## src/rtl/cam_pkg.sv

```systemverilog
// Camera pixel path shared definitions
// Widths, sizes and the packed types passed between the stream stages

package cam_pkg;

  // ============================================================
  // Sizes
  // ============================================================
  localparam int raw_w               = 12;          // Sensor sample width
  localparam int coord_w             = 12;          // Column/row counters
  localparam int max_width           = 1280;        // Longest raw line held
  localparam int line_addr_w         = $clog2(max_width);
  localparam int rate_window_default = 96_000_000;  // One second of pixel clocks

  // ============================================================
  // Stream types
  // ============================================================
  typedef struct packed {
    logic [coord_w-1:0] width;   // Raw samples per line
    logic [coord_w-1:0] height;  // Raw lines per frame
  } frame_size_t;

  typedef struct packed {
    logic             frame_valid;
    logic             line_valid;
    logic [raw_w-1:0] data;
  } cam_pins_t;

  // One captured mosaic sample with its position
  typedef struct packed {
    logic               valid;
    logic [raw_w-1:0]   data;
    logic [coord_w-1:0] col;
    logic [coord_w-1:0] row;
  } bayer_sample_t;

  typedef struct packed {
    logic [raw_w-1:0] red;
    logic [raw_w-1:0] green;
    logic [raw_w-1:0] blue;
  } rgb_pixel_t;

  typedef struct packed {
    logic       valid;
    rgb_pixel_t pixel;
  } rgb_beat_t;

  // Colour test limits, compared against the top 8 bits of each component
  typedef struct packed {
    logic [7:0] red_min;
    logic [7:0] green_max;
    logic [7:0] blue_max;
  } color_thresholds_t;

  // ============================================================
  // Buffer word, two readings of the same 16 bits
  // ============================================================
  typedef struct packed {
    logic       zero;  // Always 0
    logic [4:0] red5;
    logic [4:0] green5;
    logic [4:0] blue5;
  } rgb555_t;

  typedef struct packed {
    logic [7:0] zero_byte;
    logic [7:0] mask_byte;  // 0 or 255
  } mask_word_t;

  typedef union packed {
    rgb555_t    rgb555;
    mask_word_t mask;
  } fifo_word_u;

  typedef logic [31:0] frame_count_t;

endpackage

```

## src/rtl/frame_rate_meter.sv

```systemverilog
// Frame rate meter
// Counts captured frames per fixed window of pixel clocks

module frame_rate_meter #(
  parameter int rate_window = cam_pkg::rate_window_default  // Pixel clocks per window
) (
  input  logic                  ccd_pixel_clk,
  input  logic                  rst,
  input  cam_pkg::frame_count_t frame_count,
  output cam_pkg::frame_count_t frame_rate,
  output logic                  rate_toggle   // Flips at every window end
);

  // ============================================================
  // Window timer
  // ============================================================
  logic [31:0] win_cnt;
  logic        win_end;

  assign win_end = (win_cnt == 32'(rate_window - 1));

  // ============================================================
  // Rate capture
  // ============================================================
  cam_pkg::frame_count_t count_saved;  // frame_count at last window end

  always_ff @(posedge ccd_pixel_clk) begin
    if (rst) begin
      win_cnt     <= '0;
      count_saved <= '0;
      frame_rate  <= '0;
      rate_toggle <= 1'b0;
    end else if (win_end) begin
      win_cnt     <= '0;
      frame_rate  <= frame_count - count_saved;  // Frames ended inside the window
      count_saved <= frame_count;
      rate_toggle <= ~rate_toggle;
    end else begin
      win_cnt <= win_cnt + 32'd1;
    end
  end

endmodule

```

## config.mk

```make
export PLATFORM = sky130hd
export DESIGN_NAME = frame_rate_meter
export DESIGN_NICKNAME = d
export VERILOG_FILES = /design/src/rtl/cam_pkg.sv /design/src/rtl/frame_rate_meter.sv
export SDC_FILE = /design/constraint.sdc
export NUM_CORES = 1
export LEC_CHECK = 0
export BUFFER_PORTS_ARGS = -buffer_cell sky130_fd_sc_hd__buf_2
export CORE_AREA = 2 2 106 108
export CTS_CLUSTER_DIAMETER = 100
export DETAILED_ROUTE_END_ITERATION = 6
export DIE_AREA = 0 0 108 110
export HOLD_SLACK_MARGIN = 0.12
export PLACE_DENSITY = 0.72
export SKIP_CTS_REPAIR_TIMING = 1
export SYNTH_ARGS = -nofsm -noshare
export SYNTH_HDL_FRONTEND = slang
export SYNTH_SLANG_ARGS = --single-unit
```

## constraint.sdc

```tcl
create_clock -name ccd_pixel_clk -period 3.1 [get_ports ccd_pixel_clk]
set_input_delay 0.155 -clock ccd_pixel_clk [delete_from_list [all_inputs] [get_ports ccd_pixel_clk]]
set_output_delay 0.155 -clock ccd_pixel_clk [all_outputs]
set_load 0.03 [all_outputs]
```

### Yosys cells after proc, flatten, opt, wreduce, memory -nomap -nowiden

Index checks and enable logic that the tools add are counted.

| operators by class | value |
|---|---|
| add/sub/neg operators | 2 |
| $mul | 0 |
| divide/modulo/power cells | 0 |
| magnitude comparators | 0 |
| equality and inequality tests | 1 |
| shifts and indexed selects | 0 |
| mux-type cells | 0 |
| bitwise logic cells | 1 |
| reductions and logical operators | 1 |

Operators with widths:

| cell | count |
|---|---|
| $add A32 B1 Y32 const B | 1 |
| $eq A32 B27 Y1 const B | 1 |
| $sub A32 B32 Y32 | 1 |
| $reduce_or A2 Y1 | 1 |
| $not A1 Y1 | 1 |

| storage, ports and cells | value |
|---|---|
| flip-flop bits (word level) | 97 |
| bits in latches | 0 |
| RAM bits | 0 |
| memory bits (read-only) | 0 |
| input bits | 34 |
| output and inout port bits | 33 |
| word-level logic and storage cells | 9 |
| memories | 0 |

### Depth between registers and ports, before layout

| depth | value |
|---|---|
| depth in word-level cells | 2 |
| gate-level depth with buffers | 11 |
| mapped depth without buffers | 11 |

### Least setup slack after synthesis

No wires, ideal clock.

| timing path | value |
|---|---|
| path kind | register -> register |
| start point | register count_saved[0] |
| end point | register frame_rate[30] |
| library setup time | 0.062 ns |
| data arrival time | 2.517 ns |
| required time | 3.038 ns |
| setup slack | 0.521 ns |
| cell stages (with the launch flop) | 11 |
| path buffers | 0 |
| clock period less this slack | 2.579 ns |
| path through | dfxtp_1 ha_1 fa_1 nand2b_1 a21oi_1 o211ai_1 a211oi_1 o2111ai_1 a21o_1 a2111o_1 nand3_1 |

| between the ends | value |
|---|---|
| cells in the longest elaborated chain, start to end | 1 |

Ends and longest elaborated chain:

| what | line | source |
|---|---|---|
| start, declared | frame_rate_meter.sv:25 | `cam_pkg::frame_count_t count_saved;` |
| start signal, assigned | frame_rate_meter.sv:36 | `count_saved <= frame_count;` |
| $sub A32 B32 Y32 | frame_rate_meter.sv:35 | `frame_rate <= frame_count - count_saved;` |
| end signal, assigned | frame_rate_meter.sv:35 |  |
| end, declared | frame_rate_meter.sv:10 | `output cam_pkg::frame_count_t frame_rate,` |

No other way between the ends.
A chain may end at the register's enable or synchronous reset.

### Worst setup path in the final report

Same ends and word-level chain as after synthesis.

==> results.json <==
{
  "leakage_nw": 2.45,
  "avgRoutedWirePerCell_um": 13.7,
  "grt_pass1_wl_um": 20500,
  "tns_ns": 0,
  "status": "completed",
  "worstPathArrival_ns": 3.30,
  "grt_usage_pct": 21.5,
  "endpoint_kind": "flop",
  "synth_warnings": 0,
  "min_period_ns": 2.97,
  "dieArea_sq_um": 11900,
  "critPathKind": "reg2reg",
  "setup_ws_ns": 0.128,
  "cts_num_sinks": 97,
  "syn_area_per_cell_sq_um": 7.73,
  "synth_xor_area_share_pct": 7.80,
  "synth_cell_types": 52,
  "h-tree-depth": 3,
  "slew_headroom_pct": 52.2,
  "wl_met1_um": 6020,
  "drt-pass1-iter-count": 5,
  "avgViaCountPerCell": 5.44,
  "syn_inst": 697,
  "drv_slew": 0,
  "die_x_um": 108,
  "num_vias": 5042,
  "drt_wl_total_um": 12700,
  "dp_slack_ns": 0.238,
  "tritoncts.num_buffers": 9,
  "crit_fanout": 5,
  "die_h_um": 110,
  "instances_no_fill": 927,
  "synth.area.mux_share_pct": 0.371,
  "core-area_sq_um": 10700,
  "hold_viol": 0,
  "first_iter_violations": 230,
  "drive_gt1_share_pct": 11.9,
  "yosys_register_bits": 97,
  "remaining_drc_errors": 0,
  "antenna_cells": 0,
  "period_share_pct": 95.9,
  "setup_viol": 0,
  "synth_adder_area_share_pct": 7.80,
  "fin_skew_ns": 0.00916,
  "dp_hpwl_um": 8970,
  "yosysSeqAreaShare_pct": 36.0,
  "cp.required_ns": 3.43,
  "hold_path_class": "in2reg",
  "clk_pin_slew_worst_paths_ns": 0.10,
  "area_growth_pct": 18.5,
  "tightest_slew_ns": 0.716,
  "tritoncts": "built",
  "antenna_found_initial": 0,
  "synthArstFlopShare_pct": 0,
  "yosys.area_share.simple_pct": 25.1,
  "num_rows": 38,
  "grt_max_degree": 64,
  "max_freq_mhz": 337,
  "synthesis.nets": 764,
  "io_buffer_count": 66,
  "first_global_vias": 4568,
  "maxCapViolCount": 0,
  "p_per_area_nw_per_um2": 377,
  "synth_flop_cell": "dfxtp_1",
  "io_pins": 67,
  "wl_met2_um": 5940,
  "synth_compound_area_share_pct": 18.1,
  "gp_congestion": 0.893,
  "wl_met3_um": 535,
  "worstSkewPairLatency_ns": 0.39,
  "antenna_left": 0,
  "irDropWorstVdd_uv": 237,
  "nets": 849,
  "synth_top_family_by_area": "simple AND/OR/NAND/NOR gates",
  "place_inst": 879,
  "nFillCells": 989,
  "grt.overflow.total": 0,
  "synth_edf_count": 0,
  "top_layer": "met4",
  "cts_buffer_depth": 2,
  "synth_area_sq_um": 5390,
  "initial_utilization_pct": 50.4,
  "cts-root-buf": "clkbuf_8",
  "cp-start-kind": "flop"
}
## sequential cells by signal, summed over array words and instances (netlist names)
register     cells
count_saved     32
win_cnt         32
frame_rate      32
rate_toggle      1
## kinds of logic after synthesis
| logic type | after synthesis |
|---|---|
| and+or+nand+nor | 288 |
| buffers and inverters | 67 |
| adders and majority gates | 33 |
| DFF | 97 |
| AOI/OAI and AO/OA | 162 |
| xor gates and xnor gates | 48 |
| muxes | 2 |
## metrics by stage
stage / area [sq um] / hold slack (ns) / utilization (%) / power (mW)
floorplan: 5390 / 0.291 / - / 1.47
global route: 6380 / 0.183 / 59.7 / 2.51
global placement: 5870 / 0.410 / 54.8 / 1.54
finish: 6380 / 0.165 / 59.7 / 2.41
CTS: 6060 / -0.00789 / 56.7 / 2.40
detailed placement: 5870 / 0.419 / 54.8 / 1.55
## critical path, stage by stage (launching register included)
cell and delay [ns]:
dfxtp_1 0.33, ha_1 0.21, fa_1 0.39, nand2b_1 0.20
a21oi_1 0.28, o211ai_1 0.20, a211oi_1 0.28, buf_4 0.17
o2111ai_1 0.16, a21o_1 0.22, a2111o_1 0.36, nand3_1 0.09
## final cells by class
type	count	area [sq um]	area share (%)
clock buffers	12	145	2.27
clock inverters	4	52.6	0.823
inverters	37	139	2.18
multi-input cells	533	3200	50.1
flip-flops and latches	97	1940	30.4
well taps	140	175	2.74
repair buffers	104	733	11.5
## power by group
part | leakage [nW] | switching (mW) | total [mW] | internal [mW]
logic | 1.57 | 0.165 | 0.300 | 0.135
clock network | 0.101 | 0.455 | 0.853 | 0.398
registers | 0.781 | 0.00378 | 1.25 | 1.25
## synthesized netlist by cell type, types with 4 or more instances
library cell	instances	area [sq um]
a211oi_1	9	67.6
a21o_1	19	143
a21oi_1	80	400
a31oi_1	6	37.5
and2_1	6	37.5
and3_1	11	68.8
buf_2	4	20.0
clkbuf_1	25	93.8
dfxtp_1	97	1940
ha_1	32	400
inv_1	36	135
nand2_1	126	473
nand2b_1	4	25.0
nand3_1	26	130
nand4_1	15	93.8
nor2_1	56	210
nor3_1	10	50.1
nor4_1	5	31.3
nor4b_1	5	43.8
o21a_1	4	30.0
o21ai_0	22	110
or3_1	5	31.3
xnor2_1	17	149
xor2_1	31	272
## path summary, 6_finish.rpt
| check | start | end | slack, ns | cells after the start |
|---|---|---|---|---|
| min reg2reg | frame_rate[23] | frame_rate[23] | 0.45 | 2 |
| max reg2reg | count_saved[0] | frame_rate[30] | 0.13 | 11 |
| min | frame_count[0] | frame_rate[0] | 0.17 | 4 |
| max | count_saved[0] | frame_rate[30] | 0.13 | 11 |
## cell usage in the layout, fill, tap and decap left out, types with 4 or more instances in the layout
| cell type | netlist | final |
|---|---|---|
| nand4_1 | 15 | 15 |
| o21a_1 | 4 | 4 |
| dfxtp_1 | 97 | 97 |
| clkbuf_8 | 0 | 10 |
| a31oi_1 | 6 | 6 |
| nand2b_1 | 4 | 4 |
| a211oi_1 | 9 | 9 |
| nand3_1 | 26 | 26 |
| xor2_1 | 31 | 31 |
| or3_1 | 5 | 5 |
| nor4_1 | 5 | 5 |
| o21ai_0 | 22 | 22 |
| nor4b_1 | 5 | 5 |
| ha_1 | 32 | 32 |
| a21oi_1 | 80 | 80 |
| nor2_1 | 56 | 56 |
| and2_1 | 6 | 6 |
| buf_2 | 4 | 66 |
| a21o_1 | 19 | 19 |
| inv_1 | 36 | 36 |
| xnor2_1 | 17 | 17 |
| dlygate4sd3_1 | 0 | 32 |
| and3_1 | 11 | 11 |
| nor3_1 | 10 | 10 |
| nand2_1 | 126 | 126 |
## per-layer routing
layer,vias up,GRT usage [%]
met5,-,0
met1,2322,27.6
li1,2579,-
met3,15,4.64
met4,0,7.69
met2,126,36.0
No activity file was read; power rests on OpenSTA's default activity.
