**src/rtl/cam_pkg.sv**
```systemverilog
// Camera pixel path shared definitions
// Widths, sizes and the packed types passed between the stream stages

package cam_pkg;

  // ============================================================
  // Sizes
  // ============================================================
  localparam int raw_w               = 12;          // Sensor sample width
  localparam int coord_w             = 12;          // Column/row counters
  localparam int max_width           = 1280;        // Longest raw line held
  localparam int line_addr_w         = $clog2(max_width);
  localparam int rate_window_default = 96_000_000;  // One second of pixel clocks

  // ============================================================
  // Stream types
  // ============================================================
  typedef struct packed {
    logic [coord_w-1:0] width;   // Raw samples per line
    logic [coord_w-1:0] height;  // Raw lines per frame
  } frame_size_t;

  typedef struct packed {
    logic             frame_valid;
    logic             line_valid;
    logic [raw_w-1:0] data;
  } cam_pins_t;

  // One captured mosaic sample with its position
  typedef struct packed {
    logic               valid;
    logic [raw_w-1:0]   data;
    logic [coord_w-1:0] col;
    logic [coord_w-1:0] row;
  } bayer_sample_t;

  typedef struct packed {
    logic [raw_w-1:0] red;
    logic [raw_w-1:0] green;
    logic [raw_w-1:0] blue;
  } rgb_pixel_t;

  typedef struct packed {
    logic       valid;
    rgb_pixel_t pixel;
  } rgb_beat_t;

  // Colour test limits, compared against the top 8 bits of each component
  typedef struct packed {
    logic [7:0] red_min;
    logic [7:0] green_max;
    logic [7:0] blue_max;
  } color_thresholds_t;

  // ============================================================
  // Buffer word, two readings of the same 16 bits
  // ============================================================
  typedef struct packed {
    logic       zero;  // Always 0
    logic [4:0] red5;
    logic [4:0] green5;
    logic [4:0] blue5;
  } rgb555_t;

  typedef struct packed {
    logic [7:0] zero_byte;
    logic [7:0] mask_byte;  // 0 or 255
  } mask_word_t;

  typedef union packed {
    rgb555_t    rgb555;
    mask_word_t mask;
  } fifo_word_u;

  typedef logic [31:0] frame_count_t;

endpackage

```
**src/rtl/ccd_capture.sv**
```systemverilog
// Camera capture stage
// Registers the sensor pins, gates whole frames with start and tags each
// raw sample with its column and row; also counts captured frames

module ccd_capture (
  input  logic                   ccd_pixel_clk,
  input  logic                   rst,
  input  cam_pkg::cam_pins_t     pins,
  input  logic                   start,
  input  cam_pkg::frame_size_t   frame_size,
  output cam_pkg::bayer_sample_t sample,
  output cam_pkg::frame_count_t  frame_count
);

  // ============================================================
  // Pin registers
  // ============================================================
  logic                        fval_q;   // Registered frame valid
  logic                        lval_q;   // Registered line valid
  logic [cam_pkg::raw_w-1:0]   data_q;
  logic                        fval_d;   // One more stage for edge detect

  always_ff @(posedge ccd_pixel_clk) begin
    if (rst) begin
      fval_q <= 1'b0;
      lval_q <= 1'b0;
      fval_d <= 1'b0;
    end else begin
      fval_q <= pins.frame_valid;
      lval_q <= pins.line_valid;
      fval_d <= fval_q;
    end
  end

  always_ff @(posedge ccd_pixel_clk) begin
    data_q <= pins.data;
  end

  // ============================================================
  // Frame gating and position counters
  // ============================================================
  logic                        active;     // Capture flag for current frame
  logic [cam_pkg::coord_w-1:0] col;
  logic [cam_pkg::coord_w-1:0] row;
  logic                        fval_rise;
  logic                        fval_fall;
  logic                        active_now;
  logic [cam_pkg::coord_w-1:0] col_now;
  logic [cam_pkg::coord_w-1:0] row_now;
  logic [cam_pkg::coord_w-1:0] last_col;
  logic                        take;       // Sample accepted this cycle

  assign fval_rise  = fval_q & ~fval_d;
  assign fval_fall  = ~fval_q & fval_d;
  // Start is looked at only on the first cycle of a frame
  assign active_now = fval_rise ? start : active;
  assign col_now    = fval_rise ? '0 : col;   // New frame restarts at origin
  assign row_now    = fval_rise ? '0 : row;
  assign last_col   = frame_size.width - cam_pkg::coord_w'(1);
  assign take       = active_now & fval_q & lval_q & (row_now < frame_size.height);

  always_ff @(posedge ccd_pixel_clk) begin
    if (rst) begin
      active      <= 1'b0;
      col         <= '0;
      row         <= '0;
      frame_count <= '0;
    end else begin
      if (fval_rise) active <= start;
      if (take) begin
        if (col_now == last_col) begin  // Line wrap
          col <= '0;
          row <= row_now + cam_pkg::coord_w'(1);
        end else begin
          col <= col_now + cam_pkg::coord_w'(1);
          row <= row_now;
        end
      end else if (fval_rise) begin
        col <= '0;
        row <= '0;
      end
      // Count on frame end, only if this frame was gated in
      if (fval_fall && active) frame_count <= frame_count + 32'd1;
    end
  end

  // ============================================================
  // Sample output register
  // ============================================================
  logic                        smp_valid;
  logic [cam_pkg::raw_w-1:0]   smp_data;
  logic [cam_pkg::coord_w-1:0] smp_col;
  logic [cam_pkg::coord_w-1:0] smp_row;

  always_ff @(posedge ccd_pixel_clk) begin
    if (rst) smp_valid <= 1'b0;
    else     smp_valid <= take;
  end

  always_ff @(posedge ccd_pixel_clk) begin
    smp_data <= data_q;
    smp_col  <= col_now;
    smp_row  <= row_now;
  end

  assign sample = '{valid: smp_valid, data: smp_data, col: smp_col, row: smp_row};

endmodule

```
**config.mk**
```make
export PLATFORM = sky130hd
export DESIGN_NAME = ccd_capture
export DESIGN_NICKNAME = d
export VERILOG_FILES = /design/src/rtl/cam_pkg.sv /design/src/rtl/ccd_capture.sv
export SDC_FILE = /design/constraint.sdc
export NUM_CORES = 1
export LEC_CHECK = 0
export ABC_AREA = 1
export BUFFER_PORTS_ARGS = -buffer_cell sky130_fd_sc_hd__buf_2
export CELL_PAD_IN_SITES_DETAIL_PLACEMENT = 1
export CELL_PAD_IN_SITES_GLOBAL_PLACEMENT = 2
export CORE_AREA = 4 4 142 144
export DETAILED_ROUTE_END_ITERATION = 7
export DIE_AREA = 0 0 146 148
export PLACE_DENSITY = 0.84
export SETUP_SLACK_MARGIN = 0.02
export SYNTH_ARGS = -nofsm -noshare
export SYNTH_HDL_FRONTEND = slang
export SYNTH_SLANG_ARGS = --single-unit
export TNS_END_PERCENT = 10
```
**constraint.sdc**
```tcl
create_clock -name ccd_pixel_clk -period 2.14 [get_ports ccd_pixel_clk]
set_clock_uncertainty 0.05 [all_clocks]
set_input_delay 0.428 -clock ccd_pixel_clk [delete_from_list [all_inputs] [get_ports ccd_pixel_clk]]
set_output_delay 0.428 -clock ccd_pixel_clk [all_outputs]
set_load 0.01 [all_outputs]
```
* Yosys cells after proc, flatten, opt, wreduce, memory -nomap -nowiden
Cells that the tools add are included.
** Cells by class
- $add $sub $neg :: 4
- Magnitude comparators :: 1
- Eq/ne operators :: 1
- Multiplexer cells :: 7
- Bitwise operators :: 7
- Reduce and logical (&&, ||, !) cells :: 1
** Operators by type and width (count)
- 2-to-1 mux 12 bit :: 6
- adder 32 x 1 -> 32 bit (second input constant) :: 1
- adder 12 x 1 -> 12 bit (second input constant) :: 2
- == test 12 bit :: 1
- < comparator 12 bit :: 1
- subtractor 12 x 1 -> 12 bit (second input constant) :: 1
- bitwise AND 1 bit :: 5
- NOT 1 bit :: 2
- logical AND 1 bit :: 1
- 2-to-1 mux 1 bit :: 1
** Word-level totals
- Register bits after elaboration :: 109
- Output and inout port bits :: 69

* Depth between registers and ports, before layout
- Word-level depth :: 7
- Mapped depth :: 17
- Gate-level depth less buffers :: 16

* Worst setup path before layout
No wires, ideal clock.
- Path type :: register to register
- Start :: reg fval_q
- End :: reg row[10] in the netlist's numbering
- Setup time :: 0.115 ns
- Arrival time :: 2.128 ns
- Required time :: 1.975 ns
- Path slack :: -0.153 ns
- Cell stages (with the launch flop) :: 15
- Period minus slack after synthesis :: 2.293 ns
- Cells stage by stage :: dfxtp_1 -> inv_2 -> nor2_4 -> buf_4 -> nor2_1 -> ha_1 -> a211oi_1 -> nand3_1 -> nor2_2 -> nand2_2 -> buf_6 -> nor3_2 -> nand3_1 -> nand2_1 -> nor2_1
** RTL lines
- start: declaration :: RTL line ccd_capture.sv:18 : logic fval_q;
- start signal: assignment :: RTL line ccd_capture.sv:29 : fval_q <= pins.frame_valid;
- bitwise AND 1 bit :: RTL line ccd_capture.sv:53 : assign fval_rise = fval_q & ~fval_d;
- 2-to-1 mux 12 bit
- net row_now (one bit) :: RTL line ccd_capture.sv:49 : logic [cam_pkg::coord_w-1:0] row_now;
- < comparator 12 bit :: RTL line ccd_capture.sv:60 : assign take = active_now & fval_q & lval_q & (row_now < frame_size.height);
- bitwise AND 1 bit :: RTL line ccd_capture.sv:60
- 2-to-1 mux 12 bit :: RTL line ccd_capture.sv:70 : if (take) begin
- end signal: assignment :: RTL line ccd_capture.sv:73 : row <= row_now + cam_pkg::coord_w'(1);
- end signal: assignment :: RTL line ccd_capture.sv:76 : row <= row_now;
- end: declaration :: RTL line ccd_capture.sv:44 : logic [cam_pkg::coord_w-1:0] row;
The timed path passes the listed nets, and every way through them passes these cells.
A chain may end at the register's enable or synchronous reset.

* Worst setup path in the final report
- Start :: reg fval_q
- End :: reg row[8] in the netlist's numbering
The elaborated chain is that of the path after synthesis.

==> impl_metrics.toml <==
[worst_setup_path]
cp_max_fo = 7
crit_path_end_kind = "register"
ff2ff_path_depth = 17
path_class = "reg -> reg"
cp.arrival_ns = 2.53
r2r-start = "fval_q$_SDFF_PP0_"
start_kind = "register"
rrSetupSlack_ns = -0.15
worst_r2r_endpoint = "row[8]$_SDFF_PP0_"
crit_required_ns = 2.38

[drt]
initialDrtViolationCount = 131
drtAntennaViolNets = 0
avgRoutedWirePerCell_um = 13.5
post-route-drc-count = 0
routed_via_density = 4.45
dr.pass1.iters = 4
wirelength_um = 15700
vias = 5170

[timing]
fmax_mhz = 437
slew_viol_final = 0
finalSetupViolations = 24
whs_ns = 0.121
fin_crit_ns = 2.29
fin_ws_ns = -0.149
finalCritPeriodShare_pct = 107
rsz0062_at_grt = "true"
hold_violations = 0
tightestPinTransition_ns = 0.413
slew_headroom_pct = 72.2

[die]
rows = 50
die_h_um = 148
io_pins = 110
fp.coreArea_sq_um = 18700
die_area_sq_um = 21600
dieWidth_um = 146
start_util_pct = 27.1

[logic_synthesis]
synth_ff_type = "dfxtp_1"
yosysSeqAreaShare_pct = 43.1
ys_ff_latch = 109
yosysMostFrequentCell = "nand2_1"
avgSynthCellArea_sq_um = 7.04
synth_area_sq_um = 5060
synthCells = 719
synth.net_count = 775
synth_area_leaders = "dfxtp_1 43%, nand2_1 13%, inv_1 8.4%"
yosysTopAreaCell = "dfxtp_1"
ys_types = 34
synthArstFlopShare_pct = 0
synthTopCellsByCount = "176 x nand2_1, 113 x inv_1, 109 x dfxtp_1"
synth_edf_count = 0
ys_warn_count = 0
synthDominantCellAreaShare_pct = 43.1

[cts]
clockBufferDepth = 2
cts_buffers = 9
clock_latency_ns = 0.35
h-tree-depth = 3
cts-root-buf = "clkbuf_16"
clk_pin_slew_worst_paths_ns = 0.07
cts_sinks = 109
cts_tree = "yes"

[run_status]
outcome = "complete, but fails checks"
violations = "negative setup slack"

[grt]
grt_use_met1_pct = 17.5
grt_first_pass_wirelength_um = 26000
grt_pass1_vias = 5386
gr-total-overflow = 0
grt_antenna_before_repair = 0
met2_usage_pct = 26.9
grt_max_degree = 24
gr-usage-met3_pct = 3.59
grt_busiest_layer = "met2"
grt.total_usage_pct = 14.7

[placement]
place_hpwl_um = 12500
portBuffers = 109
place_ws_ns = -0.317
globalplace.congestion = 0.802
place_area_sq_um = 6530
dp.cells = 1136

[pwr]
ir_worst_vdd_mv = 0.372
power_w = 0.00396
power_density_nw_per_um2 = 552
p_leak_nw = 3.41

[job]
drv_cap = 0

[min_path]
worst_hold_startpoint = "pins[1]"
hold_class = "in -> reg"
worstHoldPathCells = 1
worst_hold_path.endpoint = "data_q[1]$_DFF_P_"

[cells_and_area]
drive_above_1_share_pct = 31.3
design_area_sq_um = 7170
final_cells = 1162
fill_cells = 2363
nNetsFinal = 979
syn_to_final_growth_pct = 41.5
antennaDiodeCount = 0
==> sequential cells by signal, summed over array words and instances (netlist names) <==
register	cells
fval_q	1
smp_data	12
smp_col	12
frame_count	32
fval_d	1
active	1
data_q	12
row	12
smp_row	12
col	12
smp_valid	1
lval_q	1
==> area by class of cell <==
class,instances,area [sq um],share of cell area [%]
multi-input combinational,485,2660,37.1
inverter,116,438,6.11
clock buffer,10,229,3.19
timing repair buffer,202,1310,18.3
clock inverter,6,46.3,0.646
tap,234,293,4.08
sequential,109,2190,30.5
==> stage by stage <==
step	setup TNS, ns	util (%)
after floorplan	-0.00127	-
after global placement	-4.86	34.9
after detailed placement	-6.20	34.9
after CTS	-2.94	37.5
after global routing	-5.99	38.3
final	-2.36	38.3
==> routing by layer <==
metal,vias to the layer above,part of all wire (%)
li1,2654,-
met1,2402,44
met2,101,50
met3,13,4.7
met4,0,1.3
met5,-,0
==> kinds of logic (layout without fill, tap and decap cells) <==
kind of cell,after synthesis,count (layout),synth area share (%)
compound gates,53,53,5.56
xor+xnor,20,20,3.46
fa+ha+maj,15,15,3.71
buf+inv,126,334,9.78
flops,109,109,43.1
simple gates,396,397,34.4
==> report_power, final <==
group | leakage (nW) | switching [W] | internal [W] | total (W)
registers | 0.889 | 0.00000937 | 0.00206 | 0.00206
logic | 2.39 | 0.000166 | 0.000129 | 0.000295
clock network | 0.129 | 0.000797 | 0.000800 | 0.00160
total | 3.41 | 0.000972 | 0.00298 | 0.00396
==> cells in the final DEF, fill, tap and decap left out, drive strengths merged <==
cell type	count
nor4	6
clkbuf	10
xnor2	4
nand4	11
nand3b	5
o21ai	19
nor3	24
nor3b	2
and3	2
o21bai	1
ha	15
nand2	182
clkinvlp	2
a21o	1
buf	202
nor2	113
a211oi	2
dfxtp	109
xor2	16
o21a	1
clkinv	2
a21oi	27
inv	118
nand3	52
o31ai	1
a31oi	1
==> timing repair <==
item | 4_1_cts | 5_1_grt
setup endpoints to repair | 25 | 28
buffers inserted | 6 | 3
gates cloned | 1 | 0
hold buffers | 0 | 0
pin swaps | 14 | 17
endpoints found under the hold margin | 0 | 0
gates resized for setup | 31 | 32
==> critical path, stage by stage, from the launching register on <==
cell and delay, ns:
dfxtp_4 0.36, inv_4 0.06, nor2_4 0.03, buf_12 0.13
nor2_2 0.16, ha_4 0.23, nand2_1 0.06, inv_1 0.04
o21ai_1 0.12, nand3_1 0.15, nor2_4 0.16, nand2_4 0.11
buf_8 0.16, nor2_2 0.09, nand3_2 0.08, nand2_1 0.06
nand2_1 0.05, nor2_1 0.12
==> worst max-delay path by stage <==
stage | from | endpoint | slack, ns | cells after the start
detailed placement | fval_q$_SDFF_PP0_ | col[2]$_SDFF_PP0_ | -0.32 | 14
floorplan | fval_q$_SDFF_PP0_ | row[10]$_SDFF_PP0_ | -0.001 | 14
global route | fval_q$_SDFF_PP0_ | col[1]$_SDFF_PP0_ | -0.29 | 16
global placement | fval_q$_SDFF_PP0_ | col[1]$_SDFF_PP0_ | -0.28 | 13
finish | fval_q$_SDFF_PP0_ | row[8]$_SDFF_PP0_ | -0.15 | 17
CTS | fval_q$_SDFF_PP0_ | row[8]$_SDFF_PP0_ | -0.16 | 16
No activity file was read; power rests on OpenSTA's default activity.
