**config.mk**
```make
export PLATFORM = sky130hd
export DESIGN_NAME = pixel_packer
export DESIGN_NICKNAME = d
export VERILOG_FILES = /design/src/rtl/cam_pkg.sv /design/src/rtl/pixel_packer.sv
export SDC_FILE = /design/constraint.sdc
export NUM_CORES = 1
export LEC_CHECK = 0
export ABC_CLOCK_PERIOD_IN_PS = 1920
export BUFFER_PORTS_ARGS = -buffer_cell sky130_fd_sc_hd__buf_2
export CAP_MARGIN = 0
export CORE_MARGIN = 2
export CORE_UTILIZATION = 40
export DETAILED_ROUTE_END_ITERATION = 12
export PLACE_DENSITY = 0.77
export SYNTH_ARGS = -nofsm -noshare
export SYNTH_HDL_FRONTEND = slang
export SYNTH_SLANG_ARGS = --single-unit
export TNS_END_PERCENT = 30
```
**constraint.sdc**
```tcl
create_clock -name ccd_pixel_clk -period 1.92 [get_ports ccd_pixel_clk]
set_input_delay 0.096 -clock ccd_pixel_clk [delete_from_list [all_inputs] [get_ports ccd_pixel_clk]]
set_output_delay 0.096 -clock ccd_pixel_clk [all_outputs]
set_load 0.01 [all_outputs]
```
**src/rtl/cam_pkg.sv**
```systemverilog
// Camera pixel path shared definitions
// Widths, sizes and the packed types passed between the stream stages

package cam_pkg;

  // ============================================================
  // Sizes
  // ============================================================
  localparam int raw_w               = 12;          // Sensor sample width
  localparam int coord_w             = 12;          // Column/row counters
  localparam int max_width           = 1280;        // Longest raw line held
  localparam int line_addr_w         = $clog2(max_width);
  localparam int rate_window_default = 96_000_000;  // One second of pixel clocks

  // ============================================================
  // Stream types
  // ============================================================
  typedef struct packed {
    logic [coord_w-1:0] width;   // Raw samples per line
    logic [coord_w-1:0] height;  // Raw lines per frame
  } frame_size_t;

  typedef struct packed {
    logic             frame_valid;
    logic             line_valid;
    logic [raw_w-1:0] data;
  } cam_pins_t;

  // One captured mosaic sample with its position
  typedef struct packed {
    logic               valid;
    logic [raw_w-1:0]   data;
    logic [coord_w-1:0] col;
    logic [coord_w-1:0] row;
  } bayer_sample_t;

  typedef struct packed {
    logic [raw_w-1:0] red;
    logic [raw_w-1:0] green;
    logic [raw_w-1:0] blue;
  } rgb_pixel_t;

  typedef struct packed {
    logic       valid;
    rgb_pixel_t pixel;
  } rgb_beat_t;

  // Colour test limits, compared against the top 8 bits of each component
  typedef struct packed {
    logic [7:0] red_min;
    logic [7:0] green_max;
    logic [7:0] blue_max;
  } color_thresholds_t;

  // ============================================================
  // Buffer word, two readings of the same 16 bits
  // ============================================================
  typedef struct packed {
    logic       zero;  // Always 0
    logic [4:0] red5;
    logic [4:0] green5;
    logic [4:0] blue5;
  } rgb555_t;

  typedef struct packed {
    logic [7:0] zero_byte;
    logic [7:0] mask_byte;  // 0 or 255
  } mask_word_t;

  typedef union packed {
    rgb555_t    rgb555;
    mask_word_t mask;
  } fifo_word_u;

  typedef logic [31:0] frame_count_t;

endpackage

```
**src/rtl/pixel_packer.sv**
```systemverilog
// Buffer word packer
// Packs each RGB pixel as RGB555 or as a red-object mask byte

module pixel_packer (
  input  logic                       ccd_pixel_clk,
  input  logic                       rst,
  input  cam_pkg::rgb_beat_t         beat,
  input  logic                       mode_rgb,    // 1 = RGB555, 0 = mask
  input  cam_pkg::color_thresholds_t thresholds,
  output cam_pkg::fifo_word_u        fifo_word,
  output logic                       fifo_write
);

  // ============================================================
  // Colour test on the top byte of each component
  // ============================================================
  logic [7:0] red8;
  logic [7:0] green8;
  logic [7:0] blue8;
  logic       is_red;

  assign red8   = beat.pixel.red[cam_pkg::raw_w-1 -: 8];
  assign green8 = beat.pixel.green[cam_pkg::raw_w-1 -: 8];
  assign blue8  = beat.pixel.blue[cam_pkg::raw_w-1 -: 8];
  assign is_red = (red8 >= thresholds.red_min) && (green8 <= thresholds.green_max)
               && (blue8 <= thresholds.blue_max);

  // ============================================================
  // Word select and output register
  // ============================================================
  cam_pkg::fifo_word_u word_next;

  always_comb begin
    word_next = '0;  // Unused high bits stay clear in both views
    if (mode_rgb) begin
      word_next.rgb555.red5   = beat.pixel.red[cam_pkg::raw_w-1 -: 5];
      word_next.rgb555.green5 = beat.pixel.green[cam_pkg::raw_w-1 -: 5];
      word_next.rgb555.blue5  = beat.pixel.blue[cam_pkg::raw_w-1 -: 5];
    end else begin
      word_next.mask.mask_byte = is_red ? 8'hff : 8'h00;
    end
  end

  always_ff @(posedge ccd_pixel_clk) begin
    if (beat.valid) fifo_word <= word_next;  // Mode taken with the beat
  end

  always_ff @(posedge ccd_pixel_clk) begin
    if (rst) fifo_write <= 1'b0;
    else     fifo_write <= beat.valid;
  end

endmodule

```
**Word-level counts from Yosys, hierarchy flattened**

Cells that the tools add are included.
Widths: inputs -> output; s select.

- Register bits: 16
- Word-level logic and storage cells: 10
- Output and inout bits: 17

- $lt $le $gt $ge: 3
- Multiplexer cells: 2
- Reductions and logical operators: 2

Operators by type and width:

| kind | count |
|---|---|
| $le 8x8->1 | 2 |
| $mux 8 | 2 |
| $ge 8x8->1 | 1 |
| $logic_and 1x1->1 | 2 |

**Logic depth before layout (Yosys ltp)**

Gate-level depths: netlist (run 1).

- Depth in word-level cells: 5
- Mapped depth: 8
- Depth with buffers taken out: 7

**Worst setup path before layout (run 1)**

OpenSTA, ideal clock, no wires.

- Path type: input port to flip-flop
- Start: input thresholds[22] (netlist name)
- End: register fifo_word[0] (netlist name), data pin
- Library setup time: 144 ps
- Setup slack: 157 ps
- Data required time: 1776 ps
- Stages on the path: 8
- Data arrival time: 1619 ps
- Path buffers: 1
- Cell sequence: inv_1 ha_1 and3_1 nand2_1 o31a_1 or4_4 buf_6 o21ai_2

RTL lines:

| what | RTL line | RTL |
|---|---|---|
| from (decl) | pixel_packer.sv:9 | `input cam_pkg::color_thresholds_t thresholds,` |
| to (signal assigned) | pixel_packer.sv:45 | `if (beat.valid) fifo_word <= word_next;` |
| to (decl) | pixel_packer.sv:10 | `output cam_pkg::fifo_word_u fifo_word,` |

==> results of run 1 <==
[sequential cells by signal (all words and copies together), names as in the netlist]
| signal | count |
|---|---|
| fifo_write | 1 |
| fifo_word | 15 |
[cell type report]
class,count,area (sq um),share of cell area (%)
inverter,24,90.1,5.50
clock buffer,4,26.3,1.61
multi-input combinational,82,663,40.5
tap,33,41.3,2.52
sequential,16,470,28.7
timing repair buffer,68,345,21.1
[power by group through the flow]
stage | sequential [uW] | combinational [uW] | clock (uW)
5_1_grt | 425 | 294 | 192
4_1_cts | 422 | 259 | 178
6_report | 422 | 255 | 168
3_5_place_dp | 430 | 257 | 0
2_1_floorplan | 449 | 130 | 0
3_3_place_gp | 430 | 250 | 0
[worst paths after layout]
check / from / endpoint / slack [ns] / cells after the start
min: beat[21] / fifo_word[7] / 0.12 / 3
max: beat[34] / fifo_word[2] / 0.28 / 7
[metrics by stage]
step,total power [uW],TNS (ns),setup slack [ns]
final,845,0,0.276
after global routing,911,0,0.230
after CTS,860,0,0.279
after detailed placement,687,-0.0224,-0.0132
after global placement,680,0,0.00879
after floorplan,579,0,0.157
[logic make-up (layout without fill, tap and decap cells)]
group	Yosys count	in the layout	share of synthesized area, %
AO/OA/AOI/OAI	27	27	15.6
AND/OR/NAND/NOR	30	30	13.3
flip-flops	16	16	37.8
buffers and inverters	27	96	9.04
adder cells (fa/ha/maj)	24	24	24.1
other	1	1	0.301
[layout by cell type (no fill, tap or decap), types with 2 or more instances in the layout]
cell type | synthesis | routed
buf_2 | 0 | 67
inv_1 | 24 | 24
ha_1 | 24 | 24
edfxtp_1 | 15 | 15
nand2_1 | 11 | 11
a21oi_1 | 8 | 8
o21ai_2 | 8 | 8
and2_1 | 7 | 7
nand4_1 | 4 | 4
nor2b_1 | 3 | 3
clkbuf_4 | 0 | 3
o21ai_0 | 2 | 2
o211ai_1 | 2 | 2
o21a_1 | 2 | 2
[worst max-delay path, stage by stage]
cell,delay (ns)
buf_2,0.10
ha_1,0.28
and3_1,0.18
nand2_1,0.06
o31a_1,0.29
or4_4,0.60
o21ai_2,0.16
[repair_timing]
action / 4_1_cts / 5_1_grt
endpoints found under the hold margin: 1 / 0
hold buffers: 1 / 0
setup endpoints to repair: 0 / 0
[per-layer routing]
layer	track usage, %	share of wire [%]
met5	0	0
met4	6.67	2.6
met3	1.30	4.6
met2	21.9	48
met1	18.7	45
==> impl_metrics.py, run 1 <==
metrics = {
    "status": {
        "status": "completed",
    },
    "global_routing": {
        "grt-ovfl-total": 0,
        "grt_first_pass_wirelength_um": 3850,
        "first_global_vias": 956,
        "antenna_found_initial": 0,
        "grtUsageTotal_pct": 13.8,
        "grt_start_max_net_pins": 17,
    },
    "power_and_ir_drop": {
        "ir_worst_vdd_mv": 0.192,
        "p_comb_share_pct": 30.2,
        "pwr-share-clk_pct": 19.9,
        "pwr-share-seq_pct": 49.9,
        "switching_share_pct": 26.5,
        "switching_power_uw": 224,
        "leakage_uw": 0.000875,
        "power_density_mw_per_mm2": 516,
        "p_int_uw": 621,
    },
    "finish": {
        "fin_area_sq_mm": 0.00164,
        "fin_cells": 227,
        "post-route-util_pct": 54.5,
        "area_growth_pct": 31.3,
        "nets": 283,
        "num-fill-cells": 282,
        "diodes": 0,
        "drive_above_1_share_pct": 41.8,
    },
    "floorplan": {
        "start_util_pct": 41.5,
        "ios": 81,
        "fp.dieArea_sq_mm": 0.00358,
        "die_w_um": 59.8,
        "dieHeight_um": 59.8,
        "fp.coreArea_sq_mm": 0.00300,
        "rows": 20,
    },
    "sta": {
        "holdWs_ns": 0.118,
        "hold_viol": 0,
        "final-setup-viol-count": 0,
        "min_period_ns": 1.64,
        "final_max_slew_viol_count": 0,
        "period_share_pct": 85.6,
        "fmax_ghz": 0.608,
        "rsz0062_at_grt": "no",
    },
    "detailed_routing": {
        "wl_um": 2290,
        "via_per_inst": 4.71,
        "drt-initial-drc-count": 24,
        "wl_per_cell_um": 10.1,
        "antenna_left": 0,
        "drtPass1Iterations": 2,
        "via_count": 1069,
        "drcViolationCount": 0,
    },
    "setup_path": {
        "end_kind": "flop",
        "cp-start-kind": "input pin",
        "arrival_ns": 1.77,
        "cp_max_fo": 8,
        "critical_path_class": "input pin to flop",
        "required_ns": 2.05,
    },
    "cts": {
        "cts_buffers": 3,
        "clockRootBuffer": "clkbuf_4",
        "h-tree-depth": 1,
        "clock_path_buffers": 2,
        "cts_setup_buffers": 0,
        "clk_pin_slew_ns": 0.08,
        "clkSinkCount": 16,
        "cts.repair.resized": 0,
        "cts_tree": "yes",
    },
    "place": {
        "dpl.cell_count": 222,
        "place_area_sq_mm": 0.00160,
        "portBuffers": 67,
        "gp_congestion": 0.713,
        "hpwl_um": 2060,
    },
    "synthesis": {
        "ys_ff_latch": 16,
        "yosys.area.top_type_share_pct": 36.1,
        "synth_commonest_cells": "24 x ha_1, 24 x inv_1, 15 x edfxtp_1",
        "async_reset_ff_share_pct": 0,
        "yosys_warnings": 0,
        "syn_area_sq_mm": 0.00125,
        "yosysSeqAreaShare_pct": 37.8,
        "syn-num-nets": 213,
        "synthCells": 125,
        "syn_area_per_cell_sq_um": 9.97,
        "yosysTopAreaCell": "edfxtp_1",
        "synth_flop_cell": "edfxtp_1",
        "synth_area_leaders": "edfxtp_1 36%, ha_1 24%, inv_1 7.2%",
        "synth_edf_count": 15,
        "synth_cell_types": 27,
    },
    "flow_run": {
        "drv_cap": 0,
    },
    "worst_hold_path": {
        "hp-class": "input pin to flop",
    },
}
Power figures use the tool's default switching activity.
==> run 2, diff against run 1 <==
--- a/config.mk
+++ b/config.mk
@@ -5,13 +5,12 @@
 export SDC_FILE = /design/constraint.sdc
 export NUM_CORES = 1
 export LEC_CHECK = 0
-export ABC_CLOCK_PERIOD_IN_PS = 1920
+export ABC_CLOCK_PERIOD_IN_PS = 1300
 export BUFFER_PORTS_ARGS = -buffer_cell sky130_fd_sc_hd__buf_2
 export CAP_MARGIN = 0
-export CORE_MARGIN = 2
-export CORE_UTILIZATION = 40
+export CORE_UTILIZATION = 38
 export DETAILED_ROUTE_END_ITERATION = 12
-export PLACE_DENSITY = 0.77
+export PLACE_DENSITY = 0.76
 export SYNTH_ARGS = -nofsm -noshare
 export SYNTH_HDL_FRONTEND = slang
 export SYNTH_SLANG_ARGS = --single-unit
==> constraint.sdc (replaced) <==
create_clock -name ccd_pixel_clk -period 1.3 [get_ports ccd_pixel_clk]
set_input_delay 0.065 -clock ccd_pixel_clk [delete_from_list [all_inputs] [get_ports ccd_pixel_clk]]
set_output_delay 0.065 -clock ccd_pixel_clk [all_outputs]
set_load 0.01 [all_outputs]
==> run 2 against run 1 <==
Compared with the run above: the flow now finishes with violations (setup timing); global-route usage increased by 2.9 points; critical endpoint is now fifo_word[4]; via count grew 9.4%; flip-flop and latch count is the same; hold slack worse by 0.036 ns; first-iteration DRC count shrank 29%; routed wire length rose by 19%; critical path type unchanged; final area increased by 20%; setup slack got worse by 0.47 ns; non-clock buffer count grew 16; clock-buffer cell count is the same.
==> impl_metrics.py, run 2 (synthesized netlist as in run 1, its figures left out) <==
metrics = {
    "status": {
        "status": "complete, but fails checks",
        "violations": "setup timing",
    },
    "setup_path": {
        "cp_max_fo": 8,
        "arrival_ns": 1.63,
        "end_kind": "flop",
        "required_ns": 1.43,
        "cp-start-kind": "input pin",
        "critical_path_class": "input pin to flop",
    },
    "detailed_routing": {
        "routed.top_layer": "met4",
        "drt-initial-drc-count": 17,
        "wl_met2_um": 1490,
        "via_count": 1169,
        "drtPass1Iterations": 4,
        "wl_met3_um": 86,
        "wl_per_cell_um": 10.8,
        "via_per_inst": 4.60,
        "wl_um": 2730,
        "antenna_left": 0,
        "wl_met1_um": 1040,
        "drcViolationCount": 0,
    },
    "cts": {
        "cts_buffers": 3,
        "clockRootBuffer": "clkbuf_4",
        "clkSinkCount": 16,
        "h-tree-depth": 1,
        "cts_tree": "yes",
        "clk_pin_slew_ns": 0.09,
        "clock_path_buffers": 2,
    },
    "power_and_ir_drop": {
        "leakage_uw": 0.000982,
        "ir_worst_vdd_mv": 0.292,
        "power_density_mw_per_mm2": 731,
    },
    "finish": {
        "drive_above_1_share_pct": 53.8,
        "reg_top3": "fifo_word (15), fifo_write (1)",
        "num-fill-cells": 260,
        "diodes": 0,
        "largest_reg_flops": 15,
        "max_flop_register": "fifo_word",
        "nets": 299,
        "mostFrequentLayoutCells": "57 x buf_2, 19 x inv_1, 18 x ha_1, 17 x buf_4, 15 x edfxtp_1",
        "seq_area_sq_um": 470,
        "final_common_cell": "buf_2",
        "area_growth_pct": 57.9,
        "multiInputGateArea_sq_um": 771,
        "fin_cells": 254,
    },
    "global_routing": {
        "first_global_vias": 1140,
        "grt-ovfl-total": 0,
        "grt_start_max_net_pins": 17,
        "grt_first_pass_wirelength_um": 4450,
        "grtUsageTotal_pct": 16.7,
        "antenna_found_initial": 0,
    },
    "sta": {
        "holdWs_ns": 0.0820,
        "final-setup-viol-count": 8,
        "fmax_ghz": 0.668,
        "rsz0062_at_grt": "yes",
        "setup_ws_ns": -0.197,
        "final.setup.tns_ns": -1.45,
        "final_max_slew_viol_count": 0,
        "min_period_ns": 1.50,
        "hold_viol": 0,
        "period_share_pct": 115,
    },
    "floorplan": {
        "ios": 81,
        "rows": 20,
        "fp.coreArea_sq_mm": 0.00308,
        "fp.dieArea_sq_mm": 0.00351,
        "dieHeight_um": 59.3,
        "start_util_pct": 40.5,
        "die_w_um": 59.3,
    },
    "place": {
        "portBuffers": 67,
        "pre_cts_ws_ns": -0.606,
        "dpl.cell_count": 247,
        "gp_congestion": 0.834,
        "hpwl_um": 2260,
    },
    "worst_hold_path": {
        "hp-start": "beat[33]",
        "whs_endpoint": "fifo_word[12]",
        "hp-class": "input pin to flop",
        "hold_depth": 2,
    },
    "flow_run": {
        "drv_cap": 0,
    },
}
run 2: where the power goes:
group          switching, uW  total (uW)  leakage (uW)  internal [uW]
Clock                    142         312     0.0000210            170
Sequential              9.72         624      0.000153            615
Combinational            231         502      0.000807            271
Total                    383        1440      0.000982           1060
run 2: per-layer routing:
metal / global-route usage (%) / up-vias
li1: - / 603
met1: 18.4 / 513
met2: 31.0 / 41
met3: 0.655 / 12
met4: 10.9 / 0
met5: 0 / -
run 2: worst max-delay path by stage:
stage | start | end | slack, ns | cells past startpoint
2_1_floorplan | thresholds[23] | fifo_word[0] | -0.36 | 8
3_3_place_gp | thresholds[23] | fifo_word[0] | -0.57 | 8
3_5_place_dp | thresholds[23] | fifo_word[0] | -0.61 | 8
4_1_cts | thresholds[23] | fifo_word[0] | -0.19 | 8
5_1_grt | beat[28] | fifo_word[4] | -0.24 | 8
6_report | beat[28] | fifo_word[4] | -0.20 | 8
run 2: what timing repair did:
action                                 4_1_cts  5_1_grt
endpoints found under the hold margin        1        0
buffers inserted                             1        1
hold buffers                                 1        0
setup endpoints to repair                    8        8
resized for setup                           12       12
pin swaps                                    8        7
run 2: metrics by stage:
step | total power, uW | instance area, sq um | util (%)
after detailed placement | 1080 | 1790 | 58.0
final | 1440 | 1970 | 63.9
after global routing | 1540 | 1970 | 63.9
after CTS | 1420 | 1890 | 61.5
after global placement | 1070 | 1790 | 58.0
after floorplan | 875 | 1310 | -
run 2: final cells by class:
cell class	count	share of cell area [%]
Clock buffer	4	1.84
Tap cell	44	2.80
Multi-Input combinational cell	82	39.2
Timing Repair Buffer	84	26.8
Sequential cell	16	23.9
Inverter	24	5.47
run 2: critical path: stages:
cell,delay [ns]
buf_2,0.07
inv_1,0.03
ha_1,0.28
or2b_4,0.12
a2111oi_4,0.06
o31a_1,0.28
or4_4,0.57
o21ai_2,0.15
==> run 3, diff against run 2 <==
--- a/config.mk
+++ b/config.mk
@@ -10,7 +10,7 @@
 export CAP_MARGIN = 0
 export CORE_UTILIZATION = 38
 export DETAILED_ROUTE_END_ITERATION = 12
-export PLACE_DENSITY = 0.76
+export PLACE_DENSITY_LB_ADDON = 0.3
 export SYNTH_ARGS = -nofsm -noshare
 export SYNTH_HDL_FRONTEND = slang
 export SYNTH_SLANG_ARGS = --single-unit
==> run 3 against run 2 <==
Compared with the run above: the run still ends with setup timing left; largest cell class unchanged; cell count down 1.6%; combinational power down 6.0%; sequential power about the same; non-clock buffer count down 4; clock-buffer cell count unchanged; via count down 4.7%; critical path depth unchanged; global-route usage down 0.83 points; setup slack better by 0.0022 ns; clock power up 3%; largest power group unchanged.
==> impl_metrics.py, run 3 (synthesized netlist as in run 1, its figures left out) <==
metrics = {
    "status": {
        "status": "complete, but fails checks",
        "violations": "setup timing",
    },
    "floorplan": {
        "fp.coreArea_sq_mm": 0.00308,
        "ios": 81,
        "fp.dieArea_sq_mm": 0.00351,
        "dieHeight_um": 59.3,
        "start_util_pct": 40.5,
        "rows": 20,
        "die_w_um": 59.3,
    },
    "finish": {
        "area_growth_pct": 52.5,
        "largest_reg_flops": 15,
        "max_flop_register": "fifo_word",
        "num-fill-cells": 266,
        "nets": 295,
        "post-route-util_pct": 61.7,
        "reg_top3": "fifo_word (15), fifo_write (1)",
        "mostFrequentLayoutCells": "61 x buf_2, 19 x inv_1, 19 x ha_1, 15 x edfxtp_1, 12 x buf_4",
        "diodes": 0,
        "drive_above_1_share_pct": 51.9,
        "final_common_cell": "buf_2",
    },
    "sta": {
        "setup_ws_ns": -0.195,
        "fmax_ghz": 0.669,
        "holdWs_ns": 0.0730,
        "min_period_ns": 1.50,
        "final-setup-viol-count": 8,
        "final.setup.tns_ns": -1.39,
        "rsz0062_at_grt": "yes",
        "hold_viol": 0,
        "final_max_slew_viol_count": 0,
        "period_share_pct": 115,
    },
    "detailed_routing": {
        "antenna_left": 0,
        "via_per_inst": 4.46,
        "drt-initial-drc-count": 6,
        "wl_per_cell_um": 10.4,
        "wl_um": 2610,
        "drtPass1Iterations": 2,
        "drcViolationCount": 0,
        "via_count": 1114,
    },
    "power_and_ir_drop": {
        "pwr-share-seq_pct": 44.1,
        "power_uw": 1420,
        "p_int_uw": 1030,
        "switching_share_pct": 27.1,
        "switching_power_uw": 384,
        "ir_worst_vdd_mv": 0.309,
        "p_comb_share_pct": 33.3,
        "leakage_uw": 0.000955,
        "pwr-share-clk_pct": 22.6,
        "power_density_mw_per_mm2": 745,
    },
    "cts": {
        "h-tree-depth": 1,
        "clk_pin_slew_ns": 0.09,
        "cts_buffers": 3,
        "clockRootBuffer": "clkbuf_4",
        "clock_path_buffers": 2,
        "cts_tree": "yes",
        "cts_setup_buffers": 0,
        "clkSinkCount": 16,
    },
    "flow_run": {
        "drv_cap": 0,
    },
    "place": {
        "portBuffers": 67,
        "pre_cts_ws_ns": -0.609,
        "gp_congestion": 0.663,
        "hpwl_um": 2210,
    },
    "global_routing": {
        "first_global_vias": 1081,
        "grt_start_max_net_pins": 17,
        "grtUsageTotal_pct": 15.9,
        "grt-ovfl-total": 0,
        "grt_first_pass_wirelength_um": 4250,
        "antenna_found_initial": 0,
    },
    "setup_path": {
        "crit_chain": "buf_8 -> inv_12 -> ha_4 -> and3_4 -> nand2_2 -> o31a_1 -> or4_4 -> o21ai_2",
        "required_ns": 1.43,
        "path_delay_family": "simple AND/OR/NAND/NOR gates",
        "cp_slowest_cell": "or4_4",
        "cp_slowest_stage_delay_ns": 0.57,
        "crit_buf_inv": 2,
        "cp_max_fo": 8,
        "arrival_ns": 1.63,
        "cp-start-kind": "input pin",
        "end_kind": "flop",
        "cp-startpoint": "thresholds[23]",
        "critical_path_class": "input pin to flop",
    },
    "worst_hold_path": {
        "hp-class": "input pin to flop",
        "hp-start": "beat[33]",
    },
}
[run 3: what timing repair did]
item                                   CTS  global route
resized for setup                        9             6
hold buffers                             1             0
endpoints found under the hold margin    1             0
pin swaps                                2             2
setup endpoints to repair                8             8
[run 3: area by class of cell]
| class | count | area (sq um) | area share [%] |
|---|---|---|---|
| Multi-Input combinational cell | 82 | 754 | 39.7 |
| Timing Repair Buffer | 80 | 477 | 25.1 |
| Sequential cell | 16 | 470 | 24.8 |
| Inverter | 24 | 108 | 5.66 |
| Tap cell | 44 | 55.1 | 2.90 |
| Clock buffer | 4 | 36.3 | 1.91 |
[run 3: path summary, 6_finish.rpt]
path	end	slack (ns)	cells past startpoint
hold / removal	fifo_word[12]	0.07	2
setup / recovery	fifo_word[2]	-0.20	8
[run 3: power groups by stage]
stage	registers [uW]	logic [uW]	clock network [uW]
3_3_place_gp	636	422	0
4_1_cts	625	461	331
3_5_place_dp	637	442	0
2_1_floorplan	664	211	0
6_report	625	472	320
5_1_grt	629	531	348
[run 3: through the flow]
stage | cell area [sq um] | cells
global placement | 1770 | 245
floorplan | 1310 | 125
global route | 1900 | 250
finish | 1900 | 250
detailed placement | 1770 | 245
CTS | 1860 | 250
[run 3: routing by layer]
metal | GRT usage, % | up-vias | wire [um]
met2 | 30.7 | 34 | 1470
met5 | 0 | - | 0
met1 | 18.0 | 484 | 1020
met3 | 2.18 | 0 | 124
li1 | - | 596 | -
met4 | 4.08 | 0 | 0
